**src/design/cu_defines.svh**
```systemverilog
// control unit sizes
`ifndef CU_DEFINES_SVH
`define CU_DEFINES_SVH

// scalar write-back ports into the register file
`define CU_NUM_WB 2

// graduation list index width
`define CU_GL_IDX_W 6

// width of the fetch steering selects
`define CU_SEL_W 2

// debug run-control state width
`define CU_DBG_STATE_W 3

`endif

```
**src/design/cu_ctrl_pkg.sv**
```systemverilog
// control outputs and debug port
`default_nettype none
`include "cu_defines.svh"

package cu_ctrl_pkg;

    typedef enum logic [`CU_SEL_W-1:0] {
        NEXT_PC_JUMP,
        NEXT_PC_KEEP,
        NEXT_PC_BP_OR_PC4
    } next_pc_sel_t;

    // where the fetch address comes from on a jump
    typedef enum logic [`CU_SEL_W-1:0] {
        FETCH_SRC_CSR,
        FETCH_SRC_CSR_RW,
        FETCH_SRC_EXE,
        FETCH_SRC_DECODE
    } fetch_src_t;

    typedef enum logic [`CU_DBG_STATE_W-1:0] {
        DBG_RESET,
        DBG_RUNNING,
        DBG_HALTING,
        DBG_HALTED,
        DBG_PROGBUF
    } dbg_state_t;

    typedef struct packed {
        logic if1;
        logic if2;
        logic id;
        logic iq;
        logic ir;
        logic rr;
        logic exe;
        logic commit;
    } stall_vec_t;

    // fetch covers both fetch stages
    typedef struct packed {
        logic fetch;
        logic id;
        logic ir;
        logic rr;
        logic exe;
        logic kill_exe;
        logic commit;
    } flush_vec_t;

    typedef struct packed {
        logic halt_on_reset;
        logic halt_req;
        logic resume_req;
        logic progbuf_req;
    } dbg_req_t;

    typedef struct packed {
        logic halt_ack;
        logic resume_ack;
        logic progbuf_ack;
        logic halted;
        logic running;
    } dbg_resp_t;

    // debug controller view shared with the other blocks
    typedef struct packed {
        logic on_halt;
        logic halt_ack;
        logic halt_csr_ack;
        logic step_active;
    } dbg_flags_t;

    typedef struct packed {
        logic [`CU_NUM_WB-1:0] write_enable;
        logic                  write_enable_dbg;
    } rf_ctrl_t;

    typedef struct packed {
        logic                    flush_gl;
        logic [`CU_GL_IDX_W-1:0] flush_gl_index;
        logic                    flush_gl_commit;
        logic                    enable_commit;
    } gl_ctrl_t;

endpackage

`default_nettype wire

```
**src/design/cu_status_pkg.sv**
```systemverilog
// stage status reports
`default_nettype none
`include "cu_defines.svh"

package cu_status_pkg;

    // decode stage
    typedef struct packed {
        logic valid;
        logic valid_jal;
        logic is_branch;
        logic predicted_as_branch;
        logic stall_csr_fence;
    } id_status_t;

    // rename and issue queue
    typedef struct packed {
        logic full_iq;
    } iq_status_t;

    // register read
    typedef struct packed {
        logic gl_full;
    } rr_status_t;

    typedef struct packed {
        logic stall;
    } exe_status_t;

    // one valid and write enable bit per write-back port
    typedef struct packed {
        logic [`CU_NUM_WB-1:0]   valid;
        logic [`CU_NUM_WB-1:0]   write_enable;
        logic [`CU_GL_IDX_W-1:0] gl_index;
    } wb_status_t;

    typedef struct packed {
        logic valid;
        logic xcpt;
        logic ecall_taken;
        logic write_enable;
        logic fence;
        logic fence_i;
        logic stall_csr_fence;
        logic stall_commit;
    } commit_status_t;

    // csr unit, also reports debug events
    typedef struct packed {
        logic csr_stall;
        logic csr_eret;
        logic csr_exception;
        logic debug_ebreak;
        logic debug_step;
    } csr_status_t;

endpackage

`default_nettype wire

```
**src/design/control_unit.sv**
```systemverilog
// core control unit
`timescale 1ns/1ps
`default_nettype none

module control_unit
    import cu_status_pkg::*;
    import cu_ctrl_pkg::*;
(
    input  logic           clk_i,
    input  logic           rstn_i,
    input  id_status_t     id_status_i,
    input  iq_status_t     iq_status_i,
    input  rr_status_t     rr_status_i,
    input  exe_status_t    exe_status_i,
    input  wb_status_t     wb_status_i,
    input  commit_status_t commit_status_i,
    input  csr_status_t    csr_status_i,
    input  logic           branch_ok_wb_i,
    input  logic           miss_icache_i,
    input  logic           ready_icache_i,
    input  logic           if2_valid_i,
    input  logic           debug_wr_valid_i,
    input  logic           gl_empty_i,
    input  dbg_req_t       dbg_req_i,
    output stall_vec_t     stall_o,
    output flush_vec_t     flush_o,
    output next_pc_sel_t   next_pc_o,
    output fetch_src_t     fetch_src_o,
    output rf_ctrl_t       rf_ctrl_o,
    output gl_ctrl_t       gl_ctrl_o,
    output logic           invalidate_icache_o,
    output logic           invalidate_buffer_o,
    output dbg_resp_t      dbg_resp_o,
    output logic           halt_csr_ack_o
);

    dbg_flags_t dbg_flags;
    logic       redirect_q;
    logic       fence_pending;
    logic       step_pending;
    logic       step_hold;
    logic       fence_clear;
    logic       step_clear;

    assign halt_csr_ack_o = dbg_flags.halt_csr_ack;

    debug_ctrl u_debug_ctrl (
        .clk_i        (clk_i),
        .rstn_i       (rstn_i),
        .dbg_req_i    (dbg_req_i),
        .csr_status_i (csr_status_i),
        .gl_empty_i   (gl_empty_i),
        .redirect_q_i (redirect_q),
        .dbg_resp_o   (dbg_resp_o),
        .dbg_flags_o  (dbg_flags)
    );

    serial_tracker u_serial_tracker (
        .clk_i           (clk_i),
        .rstn_i          (rstn_i),
        .id_status_i     (id_status_i),
        .commit_status_i (commit_status_i),
        .csr_status_i    (csr_status_i),
        .if2_valid_i     (if2_valid_i),
        .on_halt_i       (dbg_flags.on_halt),
        .step_active_i   (dbg_flags.step_active),
        .fence_clear_i   (fence_clear),
        .step_clear_i    (step_clear),
        .fence_pending_o (fence_pending),
        .step_pending_o  (step_pending),
        .step_hold_o     (step_hold)
    );

    pipeline_steer u_pipeline_steer (
        .clk_i               (clk_i),
        .rstn_i              (rstn_i),
        .id_status_i         (id_status_i),
        .iq_status_i         (iq_status_i),
        .rr_status_i         (rr_status_i),
        .exe_status_i        (exe_status_i),
        .wb_status_i         (wb_status_i),
        .commit_status_i     (commit_status_i),
        .csr_status_i        (csr_status_i),
        .branch_ok_wb_i      (branch_ok_wb_i),
        .miss_icache_i       (miss_icache_i),
        .ready_icache_i      (ready_icache_i),
        .debug_wr_valid_i    (debug_wr_valid_i),
        .dbg_flags_i         (dbg_flags),
        .fence_pending_i     (fence_pending),
        .step_pending_i      (step_pending),
        .step_hold_i         (step_hold),
        .stall_o             (stall_o),
        .flush_o             (flush_o),
        .next_pc_o           (next_pc_o),
        .fetch_src_o         (fetch_src_o),
        .rf_ctrl_o           (rf_ctrl_o),
        .gl_ctrl_o           (gl_ctrl_o),
        .invalidate_icache_o (invalidate_icache_o),
        .invalidate_buffer_o (invalidate_buffer_o),
        .fence_clear_o       (fence_clear),
        .step_clear_o        (step_clear),
        .redirect_q_o        (redirect_q)
    );

endmodule

`default_nettype wire

```
**src/design/debug_ctrl.sv**
```systemverilog
// debug run control
`timescale 1ns/1ps
`default_nettype none

module debug_ctrl
    import cu_status_pkg::*;
    import cu_ctrl_pkg::*;
(
    input  logic        clk_i,
    input  logic        rstn_i,
    input  dbg_req_t    dbg_req_i,
    input  csr_status_t csr_status_i,
    input  logic        gl_empty_i,
    input  logic        redirect_q_i,
    output dbg_resp_t   dbg_resp_o,
    output dbg_flags_t  dbg_flags_o
);

    dbg_state_t state_q;
    dbg_state_t state_d;

    always_comb begin
        state_d     = state_q;
        dbg_resp_o  = '0;
        dbg_flags_o = '0;
        case (state_q)
            DBG_RESET: begin
                if (dbg_req_i.halt_on_reset) begin
                    state_d             = DBG_HALTED;
                    dbg_resp_o.halt_ack = 1'b1;
                    dbg_flags_o.on_halt = 1'b1;
                end else begin
                    state_d = DBG_RUNNING;
                end
            end
            DBG_RUNNING: begin
                // ebreak skips the halting phase
                if (csr_status_i.debug_ebreak) begin
                    state_d             = DBG_HALTED;
                    dbg_resp_o.halt_ack = 1'b1;
                end else if (dbg_req_i.halt_req) begin
                    state_d = DBG_HALTING;
                end
                dbg_resp_o.running    = 1'b1;
                dbg_resp_o.resume_ack = dbg_req_i.resume_req;
            end
            DBG_HALTING: begin
                // wait for the graduation list to drain
                if (gl_empty_i || csr_status_i.debug_ebreak) begin
                    state_d                  = DBG_HALTED;
                    dbg_resp_o.halt_ack      = 1'b1;
                    dbg_flags_o.halt_csr_ack = gl_empty_i;
                end
                dbg_flags_o.on_halt = 1'b1;
                dbg_resp_o.running  = 1'b1;
            end
            DBG_HALTED: begin
                if (dbg_req_i.resume_req) begin
                    state_d               = DBG_RUNNING;
                    dbg_resp_o.resume_ack = 1'b1;
                end else if (dbg_req_i.progbuf_req) begin
                    state_d                = DBG_PROGBUF;
                    dbg_resp_o.progbuf_ack = 1'b1;
                end
                dbg_flags_o.on_halt = 1'b1;
                dbg_resp_o.halted   = 1'b1;
            end
            DBG_PROGBUF: begin
                // program buffer ends with ebreak, a trap also brings us back
                if (dbg_req_i.resume_req) begin
                    state_d               = DBG_RUNNING;
                    dbg_resp_o.resume_ack = 1'b1;
                end else if (csr_status_i.debug_ebreak || redirect_q_i) begin
                    state_d             = DBG_HALTED;
                    dbg_resp_o.halt_ack = 1'b1;
                end
                dbg_resp_o.halted = 1'b1;
            end
            default: begin
                state_d = DBG_RESET;
            end
        endcase
        dbg_flags_o.halt_ack    = dbg_resp_o.halt_ack;
        dbg_flags_o.step_active = csr_status_i.debug_step && (state_q == DBG_RUNNING);
    end

    always_ff @(posedge clk_i or negedge rstn_i) begin
        if (!rstn_i) begin
            state_q <= DBG_RESET;
        end else begin
            state_q <= state_d;
        end
    end

endmodule

`default_nettype wire

```
**src/design/pipeline_steer.sv**
```systemverilog
// pipeline stall, flush and steering
`timescale 1ns/1ps
`default_nettype none
`include "cu_defines.svh"

module pipeline_steer
    import cu_status_pkg::*;
    import cu_ctrl_pkg::*;
(
    input  logic           clk_i,
    input  logic           rstn_i,
    input  id_status_t     id_status_i,
    input  iq_status_t     iq_status_i,
    input  rr_status_t     rr_status_i,
    input  exe_status_t    exe_status_i,
    input  wb_status_t     wb_status_i,
    input  commit_status_t commit_status_i,
    input  csr_status_t    csr_status_i,
    input  logic           branch_ok_wb_i,
    input  logic           miss_icache_i,
    input  logic           ready_icache_i,
    input  logic           debug_wr_valid_i,
    input  dbg_flags_t     dbg_flags_i,
    input  logic           fence_pending_i,
    input  logic           step_pending_i,
    input  logic           step_hold_i,
    output stall_vec_t     stall_o,
    output flush_vec_t     flush_o,
    output next_pc_sel_t   next_pc_o,
    output fetch_src_t     fetch_src_o,
    output rf_ctrl_t       rf_ctrl_o,
    output gl_ctrl_t       gl_ctrl_o,
    output logic           invalidate_icache_o,
    output logic           invalidate_buffer_o,
    output logic           fence_clear_o,
    output logic           step_clear_o,
    output logic           redirect_q_o
);

    logic mispredict;
    logic bad_pred;
    logic id_serial;
    logic commit_serial;
    logic commit_fence;
    logic xcpt_event;
    logic xcpt_d;
    logic xcpt_q;
    logic csr_d;
    logic csr_q;
    logic serial_busy;
    logic dbg_we;

    assign mispredict    = wb_status_i.valid[0] && !branch_ok_wb_i;
    assign bad_pred      = id_status_i.valid && !id_status_i.is_branch
                           && id_status_i.predicted_as_branch;
    assign id_serial     = id_status_i.valid && id_status_i.stall_csr_fence;
    assign commit_serial = commit_status_i.valid && commit_status_i.stall_csr_fence;
    assign commit_fence  = commit_status_i.valid && commit_status_i.fence;
    assign serial_busy   = id_serial || fence_pending_i || step_hold_i || step_pending_i;
    assign dbg_we        = debug_wr_valid_i && dbg_flags_i.on_halt;

    // traps, eret and debug entry redirect fetch to the csr target
    assign xcpt_event = (commit_status_i.valid
                         && (commit_status_i.xcpt || commit_status_i.ecall_taken))
                        || csr_status_i.csr_eret || csr_status_i.csr_exception
                        || csr_status_i.debug_ebreak || dbg_flags_i.halt_ack;

    // one cycle pulses that never repeat back to back
    assign xcpt_d = !xcpt_q && xcpt_event;
    assign csr_d  = !csr_q && commit_serial && !xcpt_event;

    always_ff @(posedge clk_i or negedge rstn_i) begin
        if (!rstn_i) begin
            xcpt_q <= 1'b0;
            csr_q  <= 1'b0;
        end else begin
            xcpt_q <= xcpt_d;
            csr_q  <= csr_d;
        end
    end

    assign redirect_q_o = xcpt_q;

    always_comb begin
        stall_o = '0;
        if (csr_status_i.csr_stall || iq_status_i.full_iq) begin
            stall_o.if1 = 1'b1;
            stall_o.if2 = 1'b1;
            stall_o.id  = 1'b1;
        end else if (miss_icache_i) begin
            stall_o.if1 = 1'b1;
            stall_o.if2 = 1'b1;
        end else if (commit_serial || !ready_icache_i || dbg_flags_i.on_halt
                     || step_hold_i || step_pending_i) begin
            // hold only the first fetch stage
            stall_o.if1 = 1'b1;
        end
        if (csr_status_i.csr_stall) begin
            stall_o.iq  = 1'b1;
            stall_o.ir  = 1'b1;
            stall_o.rr  = 1'b1;
            stall_o.exe = 1'b1;
        end else if (exe_status_i.stall || rr_status_i.gl_full) begin
            stall_o.iq = 1'b1;
            stall_o.ir = 1'b1;
            stall_o.rr = 1'b1;
        end
        stall_o.commit = commit_status_i.stall_commit || csr_status_i.csr_stall;
    end

    always_comb begin
        flush_o       = '0;
        fence_clear_o = 1'b0;
        step_clear_o  = 1'b0;
        if (xcpt_q || csr_q || mispredict) begin
            flush_o.fetch = 1'b1;
            flush_o.id    = 1'b1;
        end else if ((serial_busy || commit_serial || id_status_i.valid_jal || commit_fence
                      || bad_pred) && !csr_status_i.csr_stall) begin
            flush_o.fetch = 1'b1;
        end
        if (xcpt_q) begin
            flush_o.ir     = 1'b1;
            flush_o.rr     = 1'b1;
            flush_o.exe    = 1'b1;
            flush_o.commit = 1'b1;
            fence_clear_o  = 1'b1;
            step_clear_o   = 1'b1;
        end else if (mispredict) begin
            // the branch itself leaves execute normally
            flush_o.ir       = 1'b1;
            flush_o.rr       = 1'b1;
            flush_o.kill_exe = 1'b1;
            fence_clear_o    = 1'b1;
        end else if (!exe_status_i.stall && rr_status_i.gl_full) begin
            flush_o.rr = 1'b1;
        end
    end

    always_comb begin
        if (mispredict || bad_pred || id_status_i.valid_jal || xcpt_q || csr_q) begin
            next_pc_o = NEXT_PC_JUMP;
        end else if (stall_o.if1 || serial_busy || commit_fence || dbg_flags_i.on_halt) begin
            next_pc_o = NEXT_PC_KEEP;
        end else begin
            next_pc_o = NEXT_PC_BP_OR_PC4;
        end
        if (xcpt_q) begin
            fetch_src_o = FETCH_SRC_CSR;
        end else if (csr_q) begin
            fetch_src_o = FETCH_SRC_CSR_RW;
        end else if (mispredict) begin
            fetch_src_o = FETCH_SRC_EXE;
        end else begin
            fetch_src_o = FETCH_SRC_DECODE;
        end
    end

    // port 0 is shared with commit and debug writes
    always_comb begin
        for (int i = 0; i < `CU_NUM_WB; i++) begin
            rf_ctrl_o.write_enable[i] = wb_status_i.valid[i] && wb_status_i.write_enable[i];
        end
        rf_ctrl_o.write_enable[0] = rf_ctrl_o.write_enable[0] || dbg_we
                                    || (commit_status_i.valid && !commit_status_i.xcpt
                                        && !csr_status_i.csr_exception
                                        && commit_status_i.write_enable);
        rf_ctrl_o.write_enable_dbg = dbg_we;
    end

    assign gl_ctrl_o.flush_gl        = mispredict;
    assign gl_ctrl_o.flush_gl_index  = mispredict ? wb_status_i.gl_index : '0;
    assign gl_ctrl_o.flush_gl_commit = xcpt_q;
    assign gl_ctrl_o.enable_commit   = !stall_o.commit && !xcpt_d;

    // fence.i may follow self modifying code
    assign invalidate_icache_o = commit_status_i.valid && commit_status_i.fence_i;
    assign invalidate_buffer_o = commit_status_i.valid
                                 && (commit_status_i.fence_i || xcpt_q || dbg_flags_i.halt_ack
                                     || (commit_status_i.stall_csr_fence
                                         && !commit_status_i.fence));

endmodule

`default_nettype wire

```
**src/design/serial_tracker.sv**
```systemverilog
// serializing instruction tracker
`timescale 1ns/1ps
`default_nettype none

module serial_tracker
    import cu_status_pkg::*;
(
    input  logic           clk_i,
    input  logic           rstn_i,
    input  id_status_t     id_status_i,
    input  commit_status_t commit_status_i,
    input  csr_status_t    csr_status_i,
    input  logic           if2_valid_i,
    input  logic           on_halt_i,
    input  logic           step_active_i,
    input  logic           fence_clear_i,
    input  logic           step_clear_i,
    output logic           fence_pending_o,
    output logic           step_pending_o,
    output logic           step_hold_o
);

    logic step_in_if2;
    logic step_in_id;

    assign step_in_if2 = if2_valid_i && step_active_i;
    assign step_in_id  = id_status_i.valid && step_active_i;
    assign step_hold_o = step_in_if2 || step_in_id;

    // csr or fence between decode and commit
    always_ff @(posedge clk_i or negedge rstn_i) begin
        if (!rstn_i) begin
            fence_pending_o <= 1'b0;
        end else if (fence_clear_i || csr_status_i.csr_exception) begin
            fence_pending_o <= 1'b0;
        end else if (id_status_i.valid && id_status_i.stall_csr_fence) begin
            fence_pending_o <= 1'b1;
        end else if (commit_status_i.valid && commit_status_i.stall_csr_fence) begin
            fence_pending_o <= 1'b0;
        end
    end

    // stepped instruction left decode, done once the core halts
    always_ff @(posedge clk_i or negedge rstn_i) begin
        if (!rstn_i) begin
            step_pending_o <= 1'b0;
        end else if (step_clear_i || on_halt_i) begin
            step_pending_o <= 1'b0;
        end else if (step_in_id) begin
            step_pending_o <= 1'b1;
        end
    end

endmodule

`default_nettype wire

```
**config.mk**
```make
export PLATFORM = sky130hd
export DESIGN_NAME = control_unit
export DESIGN_NICKNAME = d
export VERILOG_FILES = /design/src/design/cu_ctrl_pkg.sv /design/src/design/cu_status_pkg.sv /design/src/design/control_unit.sv /design/src/design/debug_ctrl.sv /design/src/design/pipeline_steer.sv /design/src/design/serial_tracker.sv
export VERILOG_INCLUDE_DIRS = /design/src /design/src/design
export SDC_FILE = /design/constraint.sdc
export NUM_CORES = 1
export LEC_CHECK = 0
export BUFFER_PORTS_ARGS = -buffer_cell sky130_fd_sc_hd__buf_2
export CORE_ASPECT_RATIO = 0.7
export CORE_UTILIZATION = 36
export CTS_CLUSTER_DIAMETER = 150
export DETAILED_ROUTE_END_ITERATION = 6
export PLACE_DENSITY = 0.79
export SETUP_SLACK_MARGIN = 0.15
export SYNTH_ARGS = -nofsm -noshare
export SYNTH_HDL_FRONTEND = slang
export SYNTH_SLANG_ARGS = --single-unit
```
**constraint.sdc**
```tcl
create_clock -name clk_i -period 1.82 [get_ports clk_i]
set_clock_uncertainty 0.1 [all_clocks]
set_input_delay 0.273 -clock clk_i [delete_from_list [all_inputs] [get_ports clk_i]]
set_output_delay 0.273 -clock clk_i [all_outputs]
set_load 0.005 [all_outputs]
```
After elaboration in Yosys (flattened, before gate mapping)
Index checks and enable logic that the tools add are counted.

Flip-flop bits (word level): 7. Bits of input ports: 43. Logic and storage cells: 150.

Equal/unequal tests: 8. Muxes and demuxes: 54. Reductions and logical operators: 83.

Operator list (count): $logic_or A1 B1 Y1 (38); $mux W1 (33); $mux W3 (9); $logic_and A1 B1 Y1 (25); $pmux W3 S5 (1); $mux W2 (7); $logic_not A1 Y1 (13); $eq A3 B2 Y1 const B (2); $mux W6 (1); $ne A3 B3 Y1 const B (2); $reduce_or A2 Y1 (3); $pmux W1 S2 (2); $pmux W1 S4 (1); $reduce_and A4 Y1 (1); $eq A3 B1 Y1 const B (1); $eq A3 B3 Y1 const B (1); $logic_not A3 Y1 (1); $ne A3 B2 Y1 const B (1); $reduce_bool A3 Y1 (1); $ne A2 B1 Y1 const B (1); $reduce_bool A2 Y1 (1).

Longest topological paths before layout
Word-level depth: 14. Mapped depth: 5. Mapped depth without buffers: 4.

Modules after synthesis
From an unflattened synthesis, not the netlist that was laid out.

Cells, all modules: 112. Area, all modules: 900.9 um^2.

Modules (own cells, without submodules): pipeline_steer (instances 1, cells an instance 62, area each 465.4 um^2, sequential area each 50.0 um^2); debug_ctrl (instances 1, cells an instance 42, area each 341.6 um^2, sequential area each 75.1 um^2); serial_tracker (instances 1, cells an instance 8, area each 93.8 um^2, sequential area each 50.0 um^2).

Least setup slack after synthesis
Ideal clock, no wire load.

Kind: register to output. From: register u_pipeline_steer.xcpt_q, in the netlist u_pipeline_steer.redirect_q_o. To: output invalidate_buffer_o. Arrival time: 1.318 ns. Required time: 1.447 ns. Setup slack: 0.129 ns. Cell stages (with the launch flop): 5. Path buffers: 1. Cell sequence: dfrtp_1 -> buf_2 -> o21ai_0 -> o21ai_4 -> o41a_1.

RTL lines: from (decl) (line pipeline_steer.sv:47) `logic xcpt_q;`; from (signal assigned) (line pipeline_steer.sv:77) `xcpt_q <= xcpt_d;`; to (decl) (line control_unit.sv:32) `output logic invalidate_buffer_o,`.

Worst setup path after layout
From: register u_debug_ctrl.state_q[1]. To: output invalidate_buffer_o.

Longest elaborated chain between the ends: 5.

RTL lines: from (decl) (line debug_ctrl.sv:19) `dbg_state_t state_q;`; from (signal assigned) (line debug_ctrl.sv:91) `state_q <= state_d;`; $eq A3 B3 Y1, or another cell as far along (line debug_ctrl.sv:26) `case (state_q)`; $pmux W1 S4 * (line debug_ctrl.sv:26); $logic_or A1 B1 Y1 * (line pipeline_steer.sv:179) `&& (commit_status_i.fence_i || xcpt_q || dbg_flags_i.halt_ack`; $logic_or A1 B1 Y1 * (line pipeline_steer.sv:180) `|| (commit_status_i.stall_csr_fence`; $logic_and A1 B1 Y1 * (line pipeline_steer.sv:179).

Every way passes the cells marked *; elsewhere a longest branch is shown, timed or not.

==> results.cfg <==
[critical_path]
crit_chain = and2_4 > or3_4 > o21ai_4 > o41a_1 > buf_2
arrival_ns = 1.70
critPathKind = reg -> out
cp-start-kind = flip-flop
worst_r2r_path_depth = 5
crit_buf_inv = 1
crit_cells = 5
end_kind = output port
required_ns = 1.45
max_stage_delay_ns = 0.49
crit_family = simple AND/OR/NAND/NOR gates
cp_slowest_cell = dfrtp_2
cp_max_fo = 7

[timing]
fin_crit_sh = 1.14
rsz0062_at_grt = yes
min_period_ns = 2.07
tightest_slew_ns = 0.404
fmax_mhz = 482
finalSetupViolCount = 11
report.final.slew_viol_count = 0
relSlewSlack = 0.730
fin_ws_ns = -0.255
hold_violations = 0
whs_ns = 0.155
tns_ns = -1.47

[global_route]
grtUsageTotal = 0.256
met1_usage = 0.316
antenna_found_initial = 0
grt_use_met3 = 0.0586
grt_pass1_wl_um = 4860
grtUsageMet2 = 0.429
first_global_vias = 1088
grt_overflow = 0
grt_max_degree = 9
busiest_layer = met2

[flow_run]
drv_cap = 0

[floorplan]
die_w_um = 60.1
die_height_um = 42.6
start_util = 0.388
coreArea_mm2 = 0.00219
die_area_mm2 = 0.00256
fp-row-count = 14
ios = 82

[placed_design]
portBuffers = 81
dp_hpwl_um = 2480
dpl_worst_slack_ns = -0.116
place_congestion = 0.883
post-place-cells = 219

[synth]
synth_edf_count = 0
synth_cell_types = 46
synth_warnings = 0
ys.flop_type = dfrtp_1
synthCells = 106
synth_top_area_frac = 0.206
ys_top_cells_by_area = dfrtp_1, and2_1, buf_4
netlist_area_um2 = 850
async_flop_share = 1.00
syn-num-nets = 149
syn_avg_cell_area_um2 = 8.01
ys_ff_latch = 7
synth_top_cell_by_area = dfrtp_1
synth-seq-area-share = 0.206

[clock_tree]
cts_buffer_depth = 2
insertion_delay_ns = 0.26
cts_tree = done
clock_sinks = 7
cts_made_buffers = 3
path_clk_slew_ns = 0.05
cts_htree_levels = 1
clock-root-buffer = clkbuf_4

[min_path]
min_path_cells = 2
min_path_type = in -> reg

[layout]
diodes = 0
finalNonFillerCells = 241
layout-drive-gt1-share = 0.670
fin_nets = 253
fillers = 170
area_delta_synth_final_pct = 87.2

[route]
viasPerCell = 5.19
drtAntennaViolNets = 0
drtIter0Drc = 45
num_vias = 1250
route.detailed.drc = 0
drt-total-wl_um = 3560
wl_per_cell_um = 14.8
first_pass_iters = 4

[pwr]
cellPowerDensity_mw_per_mm2 = 1190
leakagePower_nw = 0.848
ir_worst_vdd_uv = 906
finalPower_mw = 1.90

[status]
status = finished with violations
violations = negative setup slack
[repair_timing]
item	in CTS	in global routing
endpoints found under the setup margin	14	15
buffers inserted	7	10
hold endpoints to repair	7	0
gates resized for setup	16	12
hold buffers	1	0
pin swaps	5	12
[synth_stat cells (3+ instances only)]
| cell type | number |
|---|---|
| a31oi_1 | 4 |
| a21oi_1 | 4 |
| nor3_1 | 4 |
| and2_1 | 10 |
| nor2_1 | 11 |
| buf_4 | 8 |
| nand2b_1 | 6 |
| dfrtp_1 | 7 |
| a21o_1 | 3 |
| inv_1 | 3 |
[path summary, 6_finish.rpt]
check / start / endpoint / slack (ns)
min: csr_status_i[2] / u_serial_tracker.fence_pending_o / 0.16
max: u_debug_ctrl.state_q[1] / invalidate_buffer_o / -0.25
min reg2reg: u_pipeline_steer.csr_q / u_pipeline_steer.csr_q / 0.37
max in group asynchronous: rstn_i / u_debug_ctrl.state_q[0] / 1.17
max reg2reg: u_debug_ctrl.state_q[1] / u_debug_ctrl.state_q[1] / 0.06
min in group asynchronous: rstn_i / u_pipeline_steer.redirect_q_o / 0.28
[stage by stage]
step | utilization | area, um2
3_3_place_gp | 0.590 | 1290
6_report | 0.726 | 1590
3_5_place_dp | 0.590 | 1290
5_1_grt | 0.726 | 1590
2_1_floorplan | - | 850
4_1_cts | 0.663 | 1450
[area by class of cell]
type | instances | area, um2 | area share
tap | 32 | 40.0 | 0.0252
timing repair buffer | 111 | 648 | 0.408
sequential | 7 | 180 | 0.113
inverter | 5 | 26.3 | 0.0165
clock buffer | 4 | 26.3 | 0.0165
multi-input combinational | 82 | 669 | 0.421
[placed cells by master (no fill, tap or decap), types with 2 or more instances in the layout]
cell type,netlist,routed
buf_2,2,81
clkbuf_4,0,3
nand2b_1,6,3
o21a_1,2,2
or2_2,2,2
and2_4,1,2
a21o_1,3,3
nor2_1,11,11
nor3_1,4,3
a21oi_4,0,2
a31oi_1,4,4
buf_4,8,25
dfrtp_1,7,3
nor4b_4,0,2
and2_1,10,9
inv_1,3,3
dfrtp_2,0,4
nor4b_1,2,2
buf_6,2,4
or3_1,2,2
a21oi_1,4,3
nand2b_4,0,3
nand2_1,2,2
[sequential cells by signal, summed over array words and instances (netlist names)]
name                              count
u_serial_tracker.step_pending_o       1
u_pipeline_steer.redirect_q_o         1
u_serial_tracker.fence_pending_o      1
u_pipeline_steer.csr_q                1
u_debug_ctrl.state_q                  3
[kinds of logic (layout without fill, tap and decap cells)]
logic type	count (synthesis)	after routing	share of synthesized area
and+or+nand+nor	54	54	0.412
AOI/OAI and AO/OA	27	27	0.240
buffers and inverters	17	120	0.131
DFF	7	7	0.206
xor gates and xnor gates	1	1	0.0103
[power by group]
group / internal (mW) / leakage (nW) / switching (mW) / total (mW)
registers: 0.206 / 0.0850 / 0.115 / 0.321
clock network: 0.0840 / 0.0150 / 0.0635 / 0.148
logic: 0.805 / 0.748 / 0.623 / 1.43
[per-layer routing]
layer / vias to the layer above / wire length, um
met3: 15 / 223
met2: 57 / 1820
li1: 589 / -
met5: - / 0
met1: 589 / 1400
met4: 0 / 116
(Power assumes the default switching activity.)
